[src/verilog/apb_sys_pkg.sv]
`default_nettype none

package apb_sys_pkg;

   // Bus widths
   localparam int ADDR_W = 16;
   localparam int DATA_W = 32;
   localparam int STRB_W = DATA_W / 8;

   // Peripheral select field and address map
   localparam int SEL_HI = 15;
   localparam int SEL_LO = 12;
   localparam logic [SEL_HI-SEL_LO:0] SEL_REGFILE = 4'd0;
   localparam logic [SEL_HI-SEL_LO:0] SEL_TIMER   = 4'd1;

   localparam int RF_WORDS  = 8;
   localparam int RF_IDX_W  = $clog2(RF_WORDS);
   localparam int RF_IDX_LO = 2;  // Word aligned

   // Timer word offsets, address bits [3:2]
   localparam int TMR_OFF_HI = 3;
   localparam int TMR_OFF_LO = 2;
   localparam logic [TMR_OFF_HI-TMR_OFF_LO:0] TMR_CTRL   = 2'd0;
   localparam logic [TMR_OFF_HI-TMR_OFF_LO:0] TMR_COUNT  = 2'd1;
   localparam logic [TMR_OFF_HI-TMR_OFF_LO:0] TMR_CMP    = 2'd2;
   localparam logic [TMR_OFF_HI-TMR_OFF_LO:0] TMR_STATUS = 2'd3;

   // Timer control word fields
   localparam int CTRL_EN_BIT    = 0;
   localparam int CTRL_IRQEN_BIT = 1;
   localparam int PRESC_HI       = 15;
   localparam int PRESC_LO       = 8;

   // Bridge states
   localparam logic ST_IDLE   = 1'b0;
   localparam logic ST_ACCESS = 1'b1;

   // Replace the bytes of old_w whose strobe bit is set
   function automatic logic [DATA_W-1:0] strb_merge(input logic [DATA_W-1:0] old_w,
                                                    input logic [DATA_W-1:0] new_w,
                                                    input logic [STRB_W-1:0] strb);
      logic [DATA_W-1:0] res;
      res = old_w;
      for (int b = 0; b < STRB_W; b++) begin
         if (strb[b]) res[8*b +: 8] = new_w[8*b +: 8];
      end
      return res;
   endfunction

endpackage

`default_nettype wire

[src/verilog/iob2apb.sv]
`timescale 1ns/1ns
`default_nettype none

module iob2apb
   import apb_sys_pkg::*;
(
   input  logic              clk_i,
   input  logic              cke_i,
   input  logic              arst_n_i,

   // IOb slave side
   input  logic              iob_avalid_i,
   input  logic [ADDR_W-1:0] iob_addr_i,
   input  logic [DATA_W-1:0] iob_wdata_i,
   input  logic [STRB_W-1:0] iob_wstrb_i,
   output logic              iob_ready_o,
   output logic              iob_rvalid_o,
   output logic [DATA_W-1:0] iob_rdata_o,

   // APB master side
   output logic              apb_sel_o,
   output logic              apb_enable_o,
   output logic [ADDR_W-1:0] apb_addr_o,
   output logic              apb_write_o,
   output logic [STRB_W-1:0] apb_wstrb_o,
   output logic [DATA_W-1:0] apb_wdata_o,
   input  logic              apb_ready_i,
   input  logic [DATA_W-1:0] apb_rdata_i
);

   logic state_q;
   logic accept;
   logic done;

   // New request taken while idle
   assign accept = (state_q == ST_IDLE) && iob_avalid_i && iob_ready_o;

   // Ready only counts once the access phase is open
   assign done = (state_q == ST_ACCESS) && apb_enable_o && apb_ready_i;

   always_ff @(posedge clk_i or negedge arst_n_i) begin
      if (!arst_n_i) begin
         state_q      <= ST_IDLE;
         apb_sel_o    <= 1'b0;
         apb_enable_o <= 1'b0;
         iob_ready_o  <= 1'b1;   // Idle bridge accepts at once
         iob_rvalid_o <= 1'b0;
      end else if (cke_i) begin
         iob_rvalid_o <= 1'b0;   // Pulse lasts one enabled cycle

         case (state_q)
            ST_IDLE: begin
               if (accept) begin
                  state_q     <= ST_ACCESS;
                  apb_sel_o   <= 1'b1;  // Setup phase
                  iob_ready_o <= 1'b0;
               end
            end

            default: begin
               if (!apb_enable_o) begin
                  apb_enable_o <= 1'b1;  // Setup over, enter access
               end else if (done) begin
                  // Close transfer and answer the master
                  state_q      <= ST_IDLE;
                  apb_sel_o    <= 1'b0;
                  apb_enable_o <= 1'b0;
                  iob_rvalid_o <= 1'b1;
                  iob_ready_o  <= 1'b1;
               end
            end
         endcase
      end
   end

   // Request payload, held for the whole transfer
   always_ff @(posedge clk_i) begin
      if (cke_i && accept) begin
         apb_addr_o  <= iob_addr_i;
         apb_write_o <= (iob_wstrb_i != '0);  // Any strobe bit means write
         apb_wstrb_o <= iob_wstrb_i;
         apb_wdata_o <= iob_wdata_i;
      end
   end

   // Response data
   always_ff @(posedge clk_i) begin
      if (cke_i && done) begin
         iob_rdata_o <= apb_rdata_i;
      end
   end

endmodule

`default_nettype wire

[src/verilog/apb_decoder.sv]
`timescale 1ns/1ns
`default_nettype none

module apb_decoder
   import apb_sys_pkg::*;
(
   // From and to the bridge
   input  logic              apb_sel_i,
   input  logic [ADDR_W-1:0] apb_addr_i,
   output logic              apb_ready_o,
   output logic [DATA_W-1:0] apb_rdata_o,

   // Register file
   output logic              rf_sel_o,
   input  logic              rf_ready_i,
   input  logic [DATA_W-1:0] rf_rdata_i,

   // Timer
   output logic              tmr_sel_o,
   input  logic              tmr_ready_i,
   input  logic [DATA_W-1:0] tmr_rdata_i
);

   logic [SEL_HI-SEL_LO:0] region;

   assign region = apb_addr_i[SEL_HI:SEL_LO];

   assign rf_sel_o  = apb_sel_i && (region == SEL_REGFILE);
   assign tmr_sel_o = apb_sel_i && (region == SEL_TIMER);

   // Response steering
   always_comb begin
      case (region)
         SEL_REGFILE: begin
            apb_ready_o = rf_ready_i;
            apb_rdata_o = rf_rdata_i;
         end
         SEL_TIMER: begin
            apb_ready_o = tmr_ready_i;
            apb_rdata_o = tmr_rdata_i;
         end
         default: begin
            // Nobody home, finish right away with zero
            apb_ready_o = 1'b1;
            apb_rdata_o = '0;
         end
      endcase
   end

endmodule

`default_nettype wire

[src/verilog/apb_regfile.sv]
`timescale 1ns/1ns
`default_nettype none

module apb_regfile
   import apb_sys_pkg::*;
(
   input  logic              clk_i,
   input  logic              cke_i,
   input  logic              arst_n_i,

   input  logic              sel_i,
   input  logic              enable_i,
   input  logic [ADDR_W-1:0] addr_i,
   input  logic              write_i,
   input  logic [STRB_W-1:0] wstrb_i,
   input  logic [DATA_W-1:0] wdata_i,
   output logic              ready_o,
   output logic [DATA_W-1:0] rdata_o
);

   logic [DATA_W-1:0]   mem [RF_WORDS];
   logic [RF_IDX_W-1:0] idx;
   logic                access;
   logic                rd_first;
   logic                wait_q;
   logic [DATA_W-1:0]   rdata_q;

   assign idx    = addr_i[RF_IDX_LO +: RF_IDX_W];
   assign access = sel_i && enable_i;

   // First access cycle of a read, data gets fetched here
   assign rd_first = access && !write_i && !wait_q;

   // Writes finish at once, reads one cycle later
   assign ready_o = access && (write_i || wait_q);
   assign rdata_o = rdata_q;

   always_ff @(posedge clk_i or negedge arst_n_i) begin
      if (!arst_n_i) begin
         wait_q <= 1'b0;
      end else if (cke_i) begin
         wait_q <= rd_first;
      end
   end

   // Register storage
   always_ff @(posedge clk_i or negedge arst_n_i) begin
      if (!arst_n_i) begin
         for (int i = 0; i < RF_WORDS; i++) begin
            mem[i] <= '0;
         end
      end else if (cke_i && access && write_i) begin
         mem[idx] <= strb_merge(mem[idx], wdata_i, wstrb_i);  // Byte lanes
      end
   end

   always_ff @(posedge clk_i) begin
      if (cke_i && rd_first) begin
         rdata_q <= mem[idx];
      end
   end

endmodule

`default_nettype wire

[src/verilog/apb_timer.sv]
`timescale 1ns/1ns
`default_nettype none

module apb_timer
   import apb_sys_pkg::*;
(
   input  logic              clk_i,
   input  logic              cke_i,
   input  logic              arst_n_i,

   input  logic              sel_i,
   input  logic              enable_i,
   input  logic [ADDR_W-1:0] addr_i,
   input  logic              write_i,
   input  logic [STRB_W-1:0] wstrb_i,
   input  logic [DATA_W-1:0] wdata_i,
   output logic              ready_o,
   output logic [DATA_W-1:0] rdata_o,
   output logic              irq_o
);

   logic [DATA_W-1:0]            ctrl_q;
   logic [DATA_W-1:0]            count_q;
   logic [DATA_W-1:0]            cmp_q;
   logic                         status_q;
   logic [PRESC_HI-PRESC_LO:0]   presc_cnt_q;
   logic [TMR_OFF_HI-TMR_OFF_LO:0] off;
   logic                         wr;
   logic                         tick;
   logic                         match;
   logic                         clr;

   assign off = addr_i[TMR_OFF_HI:TMR_OFF_LO];
   assign wr  = sel_i && enable_i && write_i;

   // Count step every prescale+1 cycles
   assign tick  = ctrl_q[CTRL_EN_BIT] && (presc_cnt_q == ctrl_q[PRESC_HI:PRESC_LO]);
   assign match = ctrl_q[CTRL_EN_BIT] && (count_q == cmp_q);
   assign clr   = wr && (off == TMR_STATUS) && wstrb_i[0] && wdata_i[0];  // W1C

   assign ready_o = 1'b1;  // No wait states

   always_ff @(posedge clk_i or negedge arst_n_i) begin
      if (!arst_n_i) begin
         ctrl_q      <= '0;
         count_q     <= '0;
         cmp_q       <= '0;
         status_q    <= 1'b0;
         presc_cnt_q <= '0;
         irq_o       <= 1'b0;
      end else if (cke_i) begin
         if (wr && off == TMR_CTRL) ctrl_q <= strb_merge(ctrl_q, wdata_i, wstrb_i);
         if (wr && off == TMR_CMP) cmp_q <= strb_merge(cmp_q, wdata_i, wstrb_i);

         // Prescaler restarts on each tick or while stopped
         if (!ctrl_q[CTRL_EN_BIT] || tick) begin
            presc_cnt_q <= '0;
         end else begin
            presc_cnt_q <= presc_cnt_q + 1'b1;
         end

         // A load wins over counting
         if (wr && off == TMR_COUNT) begin
            count_q <= strb_merge(count_q, wdata_i, wstrb_i);
         end else if (tick) begin
            count_q <= count_q + 1'b1;
         end

         if (match) begin
            status_q <= 1'b1;  // Sticky, a new match beats a clear
         end else if (clr) begin
            status_q <= 1'b0;
         end

         irq_o <= status_q && ctrl_q[CTRL_IRQEN_BIT];
      end
   end

   always_comb begin
      case (off)
         TMR_CTRL:  rdata_o = ctrl_q;
         TMR_COUNT: rdata_o = count_q;
         TMR_CMP:   rdata_o = cmp_q;
         default:   rdata_o = {{(DATA_W-1){1'b0}}, status_q};
      endcase
   end

endmodule

`default_nettype wire

[src/verilog/apb_sys_top.sv]
`timescale 1ns/1ns
`default_nettype none

module apb_sys_top
   import apb_sys_pkg::*;
(
   input  logic              clk_i,
   input  logic              cke_i,
   input  logic              arst_n_i,

   input  logic              iob_avalid_i,
   input  logic [ADDR_W-1:0] iob_addr_i,
   input  logic [DATA_W-1:0] iob_wdata_i,
   input  logic [STRB_W-1:0] iob_wstrb_i,
   output logic              iob_ready_o,
   output logic              iob_rvalid_o,
   output logic [DATA_W-1:0] iob_rdata_o,

   output logic              irq_o
);

   // Shared APB bus
   logic              apb_sel;
   logic              apb_enable;
   logic [ADDR_W-1:0] apb_addr;
   logic              apb_write;
   logic [STRB_W-1:0] apb_wstrb;
   logic [DATA_W-1:0] apb_wdata;
   logic              apb_ready;
   logic [DATA_W-1:0] apb_rdata;

   // Per peripheral select and response
   logic              rf_sel;
   logic              rf_ready;
   logic [DATA_W-1:0] rf_rdata;
   logic              tmr_sel;
   logic              tmr_ready;
   logic [DATA_W-1:0] tmr_rdata;

   iob2apb iob2apb_i (
      .clk_i       (clk_i),
      .cke_i       (cke_i),
      .arst_n_i    (arst_n_i),
      .iob_avalid_i(iob_avalid_i),
      .iob_addr_i  (iob_addr_i),
      .iob_wdata_i (iob_wdata_i),
      .iob_wstrb_i (iob_wstrb_i),
      .iob_ready_o (iob_ready_o),
      .iob_rvalid_o(iob_rvalid_o),
      .iob_rdata_o (iob_rdata_o),
      .apb_sel_o   (apb_sel),
      .apb_enable_o(apb_enable),
      .apb_addr_o  (apb_addr),
      .apb_write_o (apb_write),
      .apb_wstrb_o (apb_wstrb),
      .apb_wdata_o (apb_wdata),
      .apb_ready_i (apb_ready),
      .apb_rdata_i (apb_rdata)
   );

   apb_decoder apb_decoder_i (
      .apb_sel_i  (apb_sel),
      .apb_addr_i (apb_addr),
      .apb_ready_o(apb_ready),
      .apb_rdata_o(apb_rdata),
      .rf_sel_o   (rf_sel),
      .rf_ready_i (rf_ready),
      .rf_rdata_i (rf_rdata),
      .tmr_sel_o  (tmr_sel),
      .tmr_ready_i(tmr_ready),
      .tmr_rdata_i(tmr_rdata)
   );

   apb_regfile apb_regfile_i (
      .clk_i   (clk_i),
      .cke_i   (cke_i),
      .arst_n_i(arst_n_i),
      .sel_i   (rf_sel),
      .enable_i(apb_enable),
      .addr_i  (apb_addr),
      .write_i (apb_write),
      .wstrb_i (apb_wstrb),
      .wdata_i (apb_wdata),
      .ready_o (rf_ready),
      .rdata_o (rf_rdata)
   );

   apb_timer apb_timer_i (
      .clk_i   (clk_i),
      .cke_i   (cke_i),
      .arst_n_i(arst_n_i),
      .sel_i   (tmr_sel),
      .enable_i(apb_enable),
      .addr_i  (apb_addr),
      .write_i (apb_write),
      .wstrb_i (apb_wstrb),
      .wdata_i (apb_wdata),
      .ready_o (tmr_ready),
      .rdata_o (tmr_rdata),
      .irq_o   (irq_o)
   );

endmodule

`default_nettype wire

[config.mk]
export PLATFORM = sky130hd
export DESIGN_NAME = apb_sys_top
export DESIGN_NICKNAME = d
export VERILOG_FILES = /design/src/verilog/apb_sys_pkg.sv /design/src/verilog/iob2apb.sv /design/src/verilog/apb_decoder.sv /design/src/verilog/apb_regfile.sv /design/src/verilog/apb_timer.sv /design/src/verilog/apb_sys_top.sv
export SDC_FILE = /design/constraint.sdc
export NUM_CORES = 1
export LEC_CHECK = 0
export BUFFER_PORTS_ARGS = -buffer_cell sky130_fd_sc_hd__buf_2
export CAP_MARGIN = 30
export CORE_MARGIN = 4
export CORE_UTILIZATION = 45
export CTS_BUF_LIST = sky130_fd_sc_hd__clkbuf_4 sky130_fd_sc_hd__clkbuf_8 sky130_fd_sc_hd__clkbuf_16
export DETAILED_ROUTE_END_ITERATION = 10
export HOLD_SLACK_MARGIN = 0.02
export REMOVE_ABC_BUFFERS = 1
export SLEW_MARGIN = 20
export SYNTH_ARGS = -nofsm -noshare
export SYNTH_HDL_FRONTEND = slang
export SYNTH_SLANG_ARGS = --single-unit
[constraint.sdc]
create_clock -name clk_i -period 13.5 [get_ports clk_i]
set_input_delay 2.025 -clock clk_i [delete_from_list [all_inputs] [get_ports clk_i]]
set_output_delay 2.025 -clock clk_i [all_outputs]
set_load 0.02 [all_outputs]
# After elaboration in Yosys (flattened, before gate mapping)
# Cells that the tools add are included.
[word_totals]
reg_bits = 485
latch_bits = 0
ram_bits = 0
mem_bits_ro = 0
inputBits = 56
output_inout_bits = 35
word_cells = 147
memories = 0
[classes]
n_addsub = 2
mul = 0
div_mod_pow = 0
n_lt_le_gt_ge = 2
eq_ne = 12
shifts = 0
muxes = 41
bitwise_logic = 2
reduce_logical = 53
[ops]
columns = ["op", "count"]
rows = [
  ["bitwise mux 256 bit", 1],
  ["2-to-1 mux 32 bit", 5],
  ["2-to-1 mux 8 bit", 13],
  ["binary-select mux 32 bit (select 3 bit)", 1],
  ["demux 32 bit (select 3 bit)", 1],
  ["one-hot mux 32 bit (3 select lines)", 1],
  ["one-hot mux 32 bit (2 select lines)", 1],
  ["AND reduction 3 bit", 12],
  ["adder 32 x 1 -> 32 bit (second input constant)", 1],
  ["== test 32 bit", 1],
  ["logical AND 1 bit", 27],
  ["2-to-1 mux 1 bit", 18],
  ["inequality test 2 bit (second input constant)", 5],
  ["adder 8 x 1 -> 8 bit (second input constant)", 1],
  ["== test 8 bit", 1],
  ["nonzero test 2 bit", 3],
  ["== test 2 bit (second input constant)", 2],
  ["== test 4 x 1 -> 1 bit (second input constant)", 1],
  [">= comparator 4 bit (second input constant)", 1],
  ["logical NOT 4 bit", 1],
  ["less-than comparator 4 x 1 -> 1 bit (second input constant)", 1],
  ["NOT 3 -> 4 bit", 1],
  ["AND reduction 2 bit", 2],
  ["AND reduction 4 bit", 1],
  ["7 further kinds", 10],
]

# Depth between registers and ports, before layout
[logic_depth]
depth_word = 9
ltp_mapped = 9
ltp_nobuf = 6

# Hierarchy
# Synthesis repeated with hierarchy kept, for this count alone.
[hier_totals]
cells_unflattened = 1833
hier_area_um2 = 22091.2
[modules_own_cells]
columns = ["mod", "instances", "cells_each", "area_each_um2", "seq_area_each_um2"]
rows = [
  ["apb_regfile", 1, 1020, 12455.7, 7392.1],
  ["apb_timer", 1, 633, 6328.6, 2652.5],
  ["iob2apb", 1, 102, 2751.4, 2678.8],
  ["apb_decoder", 1, 78, 555.5, 0.0],
]

# Worst setup path before layout
# No wires, ideal clock.
[synth_path]
path_type = "input port to flip-flop"
start = "in cke_i"
end = "reg apb_regfile_i.rdata_q[0], in the netlist apb_regfile_i.rdata_o[0], enable pin"
setup_ns = 0.505
arrival_ns = 5.715
required_ns = 12.995
slack_ns = 7.280
cell_stages = 4
path_buffers = 2
cell_sequence = "buf_2 > clkbuf_1 > nand2_1 > nor4_1"
[synth_via]
elab_chain_len = 1
[synth_lines]
columns = ["item", "line", "rtl"]
rows = [
  ["start: declaration", "apb_sys_top.sv:8", "input logic cke_i,"],
  ["logical AND 1 bit", "apb_regfile.sv:58", "if (cke_i && rd_first) begin"],
  ["end signal: assignment", "apb_regfile.sv:59", "rdata_q <= mem[idx];"],
  ["end: declaration", "apb_regfile.sv:26", "logic [DATA_W-1:0] rdata_q;"],
]
# No other way between the ends.
# A chain may end at the register's enable or synchronous reset.

# Worst setup path in the final report
[layout_path]
start = "in cke_i"
end = "reg apb_regfile_i.mem[239] in the netlist's numbering"
[layout_via]
elab_chain_len = 2
[layout_lines]
columns = ["item", "line", "rtl"]
rows = [
  ["logical AND 1 bit (2 in series)", "apb_regfile.sv:52", "end else if (cke_i && access && write_i) begin"],
  ["end signal: indexed assignment", "apb_regfile.sv:53", "mem[idx] <= strb_merge(mem[idx], wdata_i, wstrb_i);"],
  ["end: declaration", "apb_regfile.sv:21", "logic [DATA_W-1:0] mem [RF_WORDS];"],
]
# No other way between the ends.

==> out/results.ini <==
[run_status]
status=finished, final reports clean

[route]
initialDrtViolationCount=1421
via_per_inst=5.97
ant_nets=0
vias=15100
wl_per_cell_um=24.1
wirelength_mm=61.0
first_pass_iters=5
drc=0

[critical_path]
cpPeakStageDelay_ns=0.50
critPathRequiredTime_ns=13.94
crit_end=apb_regfile_i.mem[239]
rr_worst_depth=8
slowest_stage=nand2_1
regToRegStartpoint=iob2apb_i.apb_addr_o[2]
critPathKind=primary input to register
critPathLaunch=cke_i
worstReg2RegEnd=apb_regfile_i.mem[135]
regToRegSetupSlack_ns=9.81
path_cells=buf_2 > buf_4 > nand2b_1 > nor3_2 > nand2_1 > buf_4 > nand2_1 > o21ai_0
startpoint_type=primary input
crit_fanout=38
end_kind=register
arrival_ns=4.29

[timing]
post-route-period-util_pct=28.5
final_hold_viol_count=0
max-slew-margin-rel_pct=33.2
clock.fmax_ghz=0.260
min_period_ns=3.85
worst_slew_pin_slew_ns=0.998
slew_violations=0
rsz0062_at_grt=no
setup_tns_ns=0
clock_skew_ns=0.0292
finalWorstSetupSlack_ns=9.65
finalSetupViolations=0

[synthesis]
ys_types=67
ys_seq_area_share_pct=57.0
synth-simple-area-share_pct=10.4
yosys_warnings=0
yosysTopAreaCell=dfrtp_1
syn_area_um2=21800
synth_flop_cell=dfrtp_1
syn_area_per_cell_um2=12.0
synth_top_family_by_area=multiplexers
synthCells=1817
synth_xor_area_share_pct=1.68
muxShareOfSynthArea_pct=16.4
async_flop_share_pct=77.3
synth_top_area_share_pct=42.0
synth_edf_count=108
ys_seq_elements=476
yosys-top-cells-area=dfrtp_1 42%, edfxtp_1 15%, mux4_2 6.7%
synth_compound_area_share_pct=11.7
synthAdderAreaFrac_pct=0.115

[layout]
n_antenna_cell=0
drive_gt1_share_pct=22.8
layout_common_cells=367 x dfrtp_1, 343 x nand2_1, 286 x o21ai_0
layout_commonest_cell=dfrtp_1
layout.nets=1927
area_delta_synth_final_pct=13.2

[global_routing]
grt_pass1_wl_mm=95.4
grt_pass1_vias=15700
grtUsageMet3_pct=3.58
grt.total_usage_pct=23.5
grt-busiest-layer=met2
grt_antenna_before_repair=0
grt_max_degree=120
gr-usage-met2_pct=37.6
grt_remaining_overflow=0
met1_usage_pct=32.9

[power_and_ir_drop]
vdd_drop_max_mv=0.0940
comb_power_share_pct=2.8
p_leak_uw=0.0103
pwr-share-seq_pct=48.7
p_sw_share_pct=21.5
switchingPower_uw=660
cell_internal_pwr_uw=2410
pwr_density_cell_nw_per_um2=124
p_clk_share_pct=48.5

[cts]
numCtsBuffers=53
insertion_delay_ns=0.61
cts-resized-gates=0
clockBufferDepth=3
clock_sinks=476
cts_setup_buffers=0
ctsHoldBuffers=0
cts_root_buffer=clkbuf_16
h-tree-depth=2
cts.clk_slew.worst_paths_ns=0.06
cts_tree=done

[die]
rows=80
start_util_pct=45.7
core_area_um2=47800
die_height_um=228
die-area_um2=52100
die_w_um=228
boundaryPins=91

[placement]
io_buffers=81
pre_cts_slack_ns=9.07
dp_hpwl_mm=37.6
gp_congestion=0.890

[flow_run]
max-cap-violations=0

[worst_hold_path]
hold_path.class=register to register

[worst min path at each step]
stage	cells after the start	from	slack, ns	end
after global routing	2	apb_regfile_i.mem[41]	0.49	apb_regfile_i.mem[41]
final	1	iob2apb_i.iob_rvalid_o	0.47	iob2apb_i.iob_rvalid_o
after detailed placement	2	apb_regfile_i.mem[31]	0.47	apb_regfile_i.mem[31]
after global placement	2	apb_regfile_i.mem[127]	0.46	apb_regfile_i.mem[127]
after floorplan	2	apb_regfile_i.mem[100]	0.44	apb_regfile_i.mem[100]
after CTS	2	apb_regfile_i.mem[31]	0.48	apb_regfile_i.mem[31]
[cell families after synthesis]
group,Yosys count
muxes,224
and+or+nand+nor,498
adders and majority gates,2
DFF,476
xor gates and xnor gates,42
AOI/OAI and AO/OA,437
buffers and inverters,138
[worst max-delay path: cells and delay by family]
family / cells / cell delay [ns]
and+or+nand+nor: 4 / 1.21
buffers and inverters: 3 / 0.90
AOI/OAI and AO/OA: 1 / 0.08
[per-stage QoR]
stage          util, %  hold WS (ns)  total power (uW)  cells  cell area, um^2
2_1_floorplan        -         0.445              1560   1692            21300
3_3_place_gp      47.7         0.457              1600   2423            22800
3_5_place_dp      47.7         0.465              1610   2426            22800
4_1_cts           51.5         0.478              3100   2525            24700
5_1_grt           51.7         0.493              3180   2528            24700
6_report          51.7         0.472              3070   2528            24700
[cell usage after synthesis, drive strengths merged, types with 4 or more instances]
library cell and instances:
nor2 22, clkbuf 83, mux2 96, a21oi 18
o21ai 304, o211ai 6, xnor2 26, a41o 4
and3 6, a22o 36, inv 13, nand4 26
a211oi 5, mux4 65, nor4b 4, dfrtp 367
nor4 14, nand3 33, edfxtp 108, a31oi 9
mux2i 63, and4 10, nor3 9, nand2 348
o31ai 6, buf 42, and2 9, o31a 6
o22ai 9, o2bb2ai 5, a2bb2oi 5, xor2 16
[routing by layer]
metal,vias up,routed length (um),part of all wire [%]
met5,-,0,0
met4,0,2050,3.4
met3,125,3610,5.9
met2,506,28700,47
met1,7721,26700,44
li1,6752,-,-
[area by class of cell]
cell class	count	area [um^2]
fillers	4196	23100
flip-flops and latches	476	12500
multi-input cells	1203	8850
clock buffers	79	1580
repair buffers	122	796
well taps	615	769
clock inverters	20	231
inverters	13	48.8
[sequential cells by signal, summed over array words and instances, names as in the netlist, 4 cells and up]
signal                   count
iob2apb_i.iob_rdata_o       32
apb_timer_i.cmp_q           32
apb_regfile_i.mem          256
apb_timer_i.count_q         32
apb_regfile_i.rdata_o       32
iob2apb_i.apb_wdata_o       32
iob2apb_i.apb_wstrb_o        4
apb_timer_i.ctrl_q          32
iob2apb_i.apb_addr_o         7
apb_timer_i.presc_cnt_q      8
[power by group through the flow]
| stage | clock (uW) | combinational (uW) | sequential (uW) |
|---|---|---|---|
| floorplan | 0 | 42.1 | 1520 |
| global placement | 0 | 80.5 | 1520 |
| detailed placement | 0 | 84.4 | 1520 |
| CTS | 1520 | 84.9 | 1500 |
| global route | 1580 | 94.8 | 1500 |
| finish | 1490 | 84.9 | 1500 |
No activity file was read; power rests on OpenSTA's default activity.
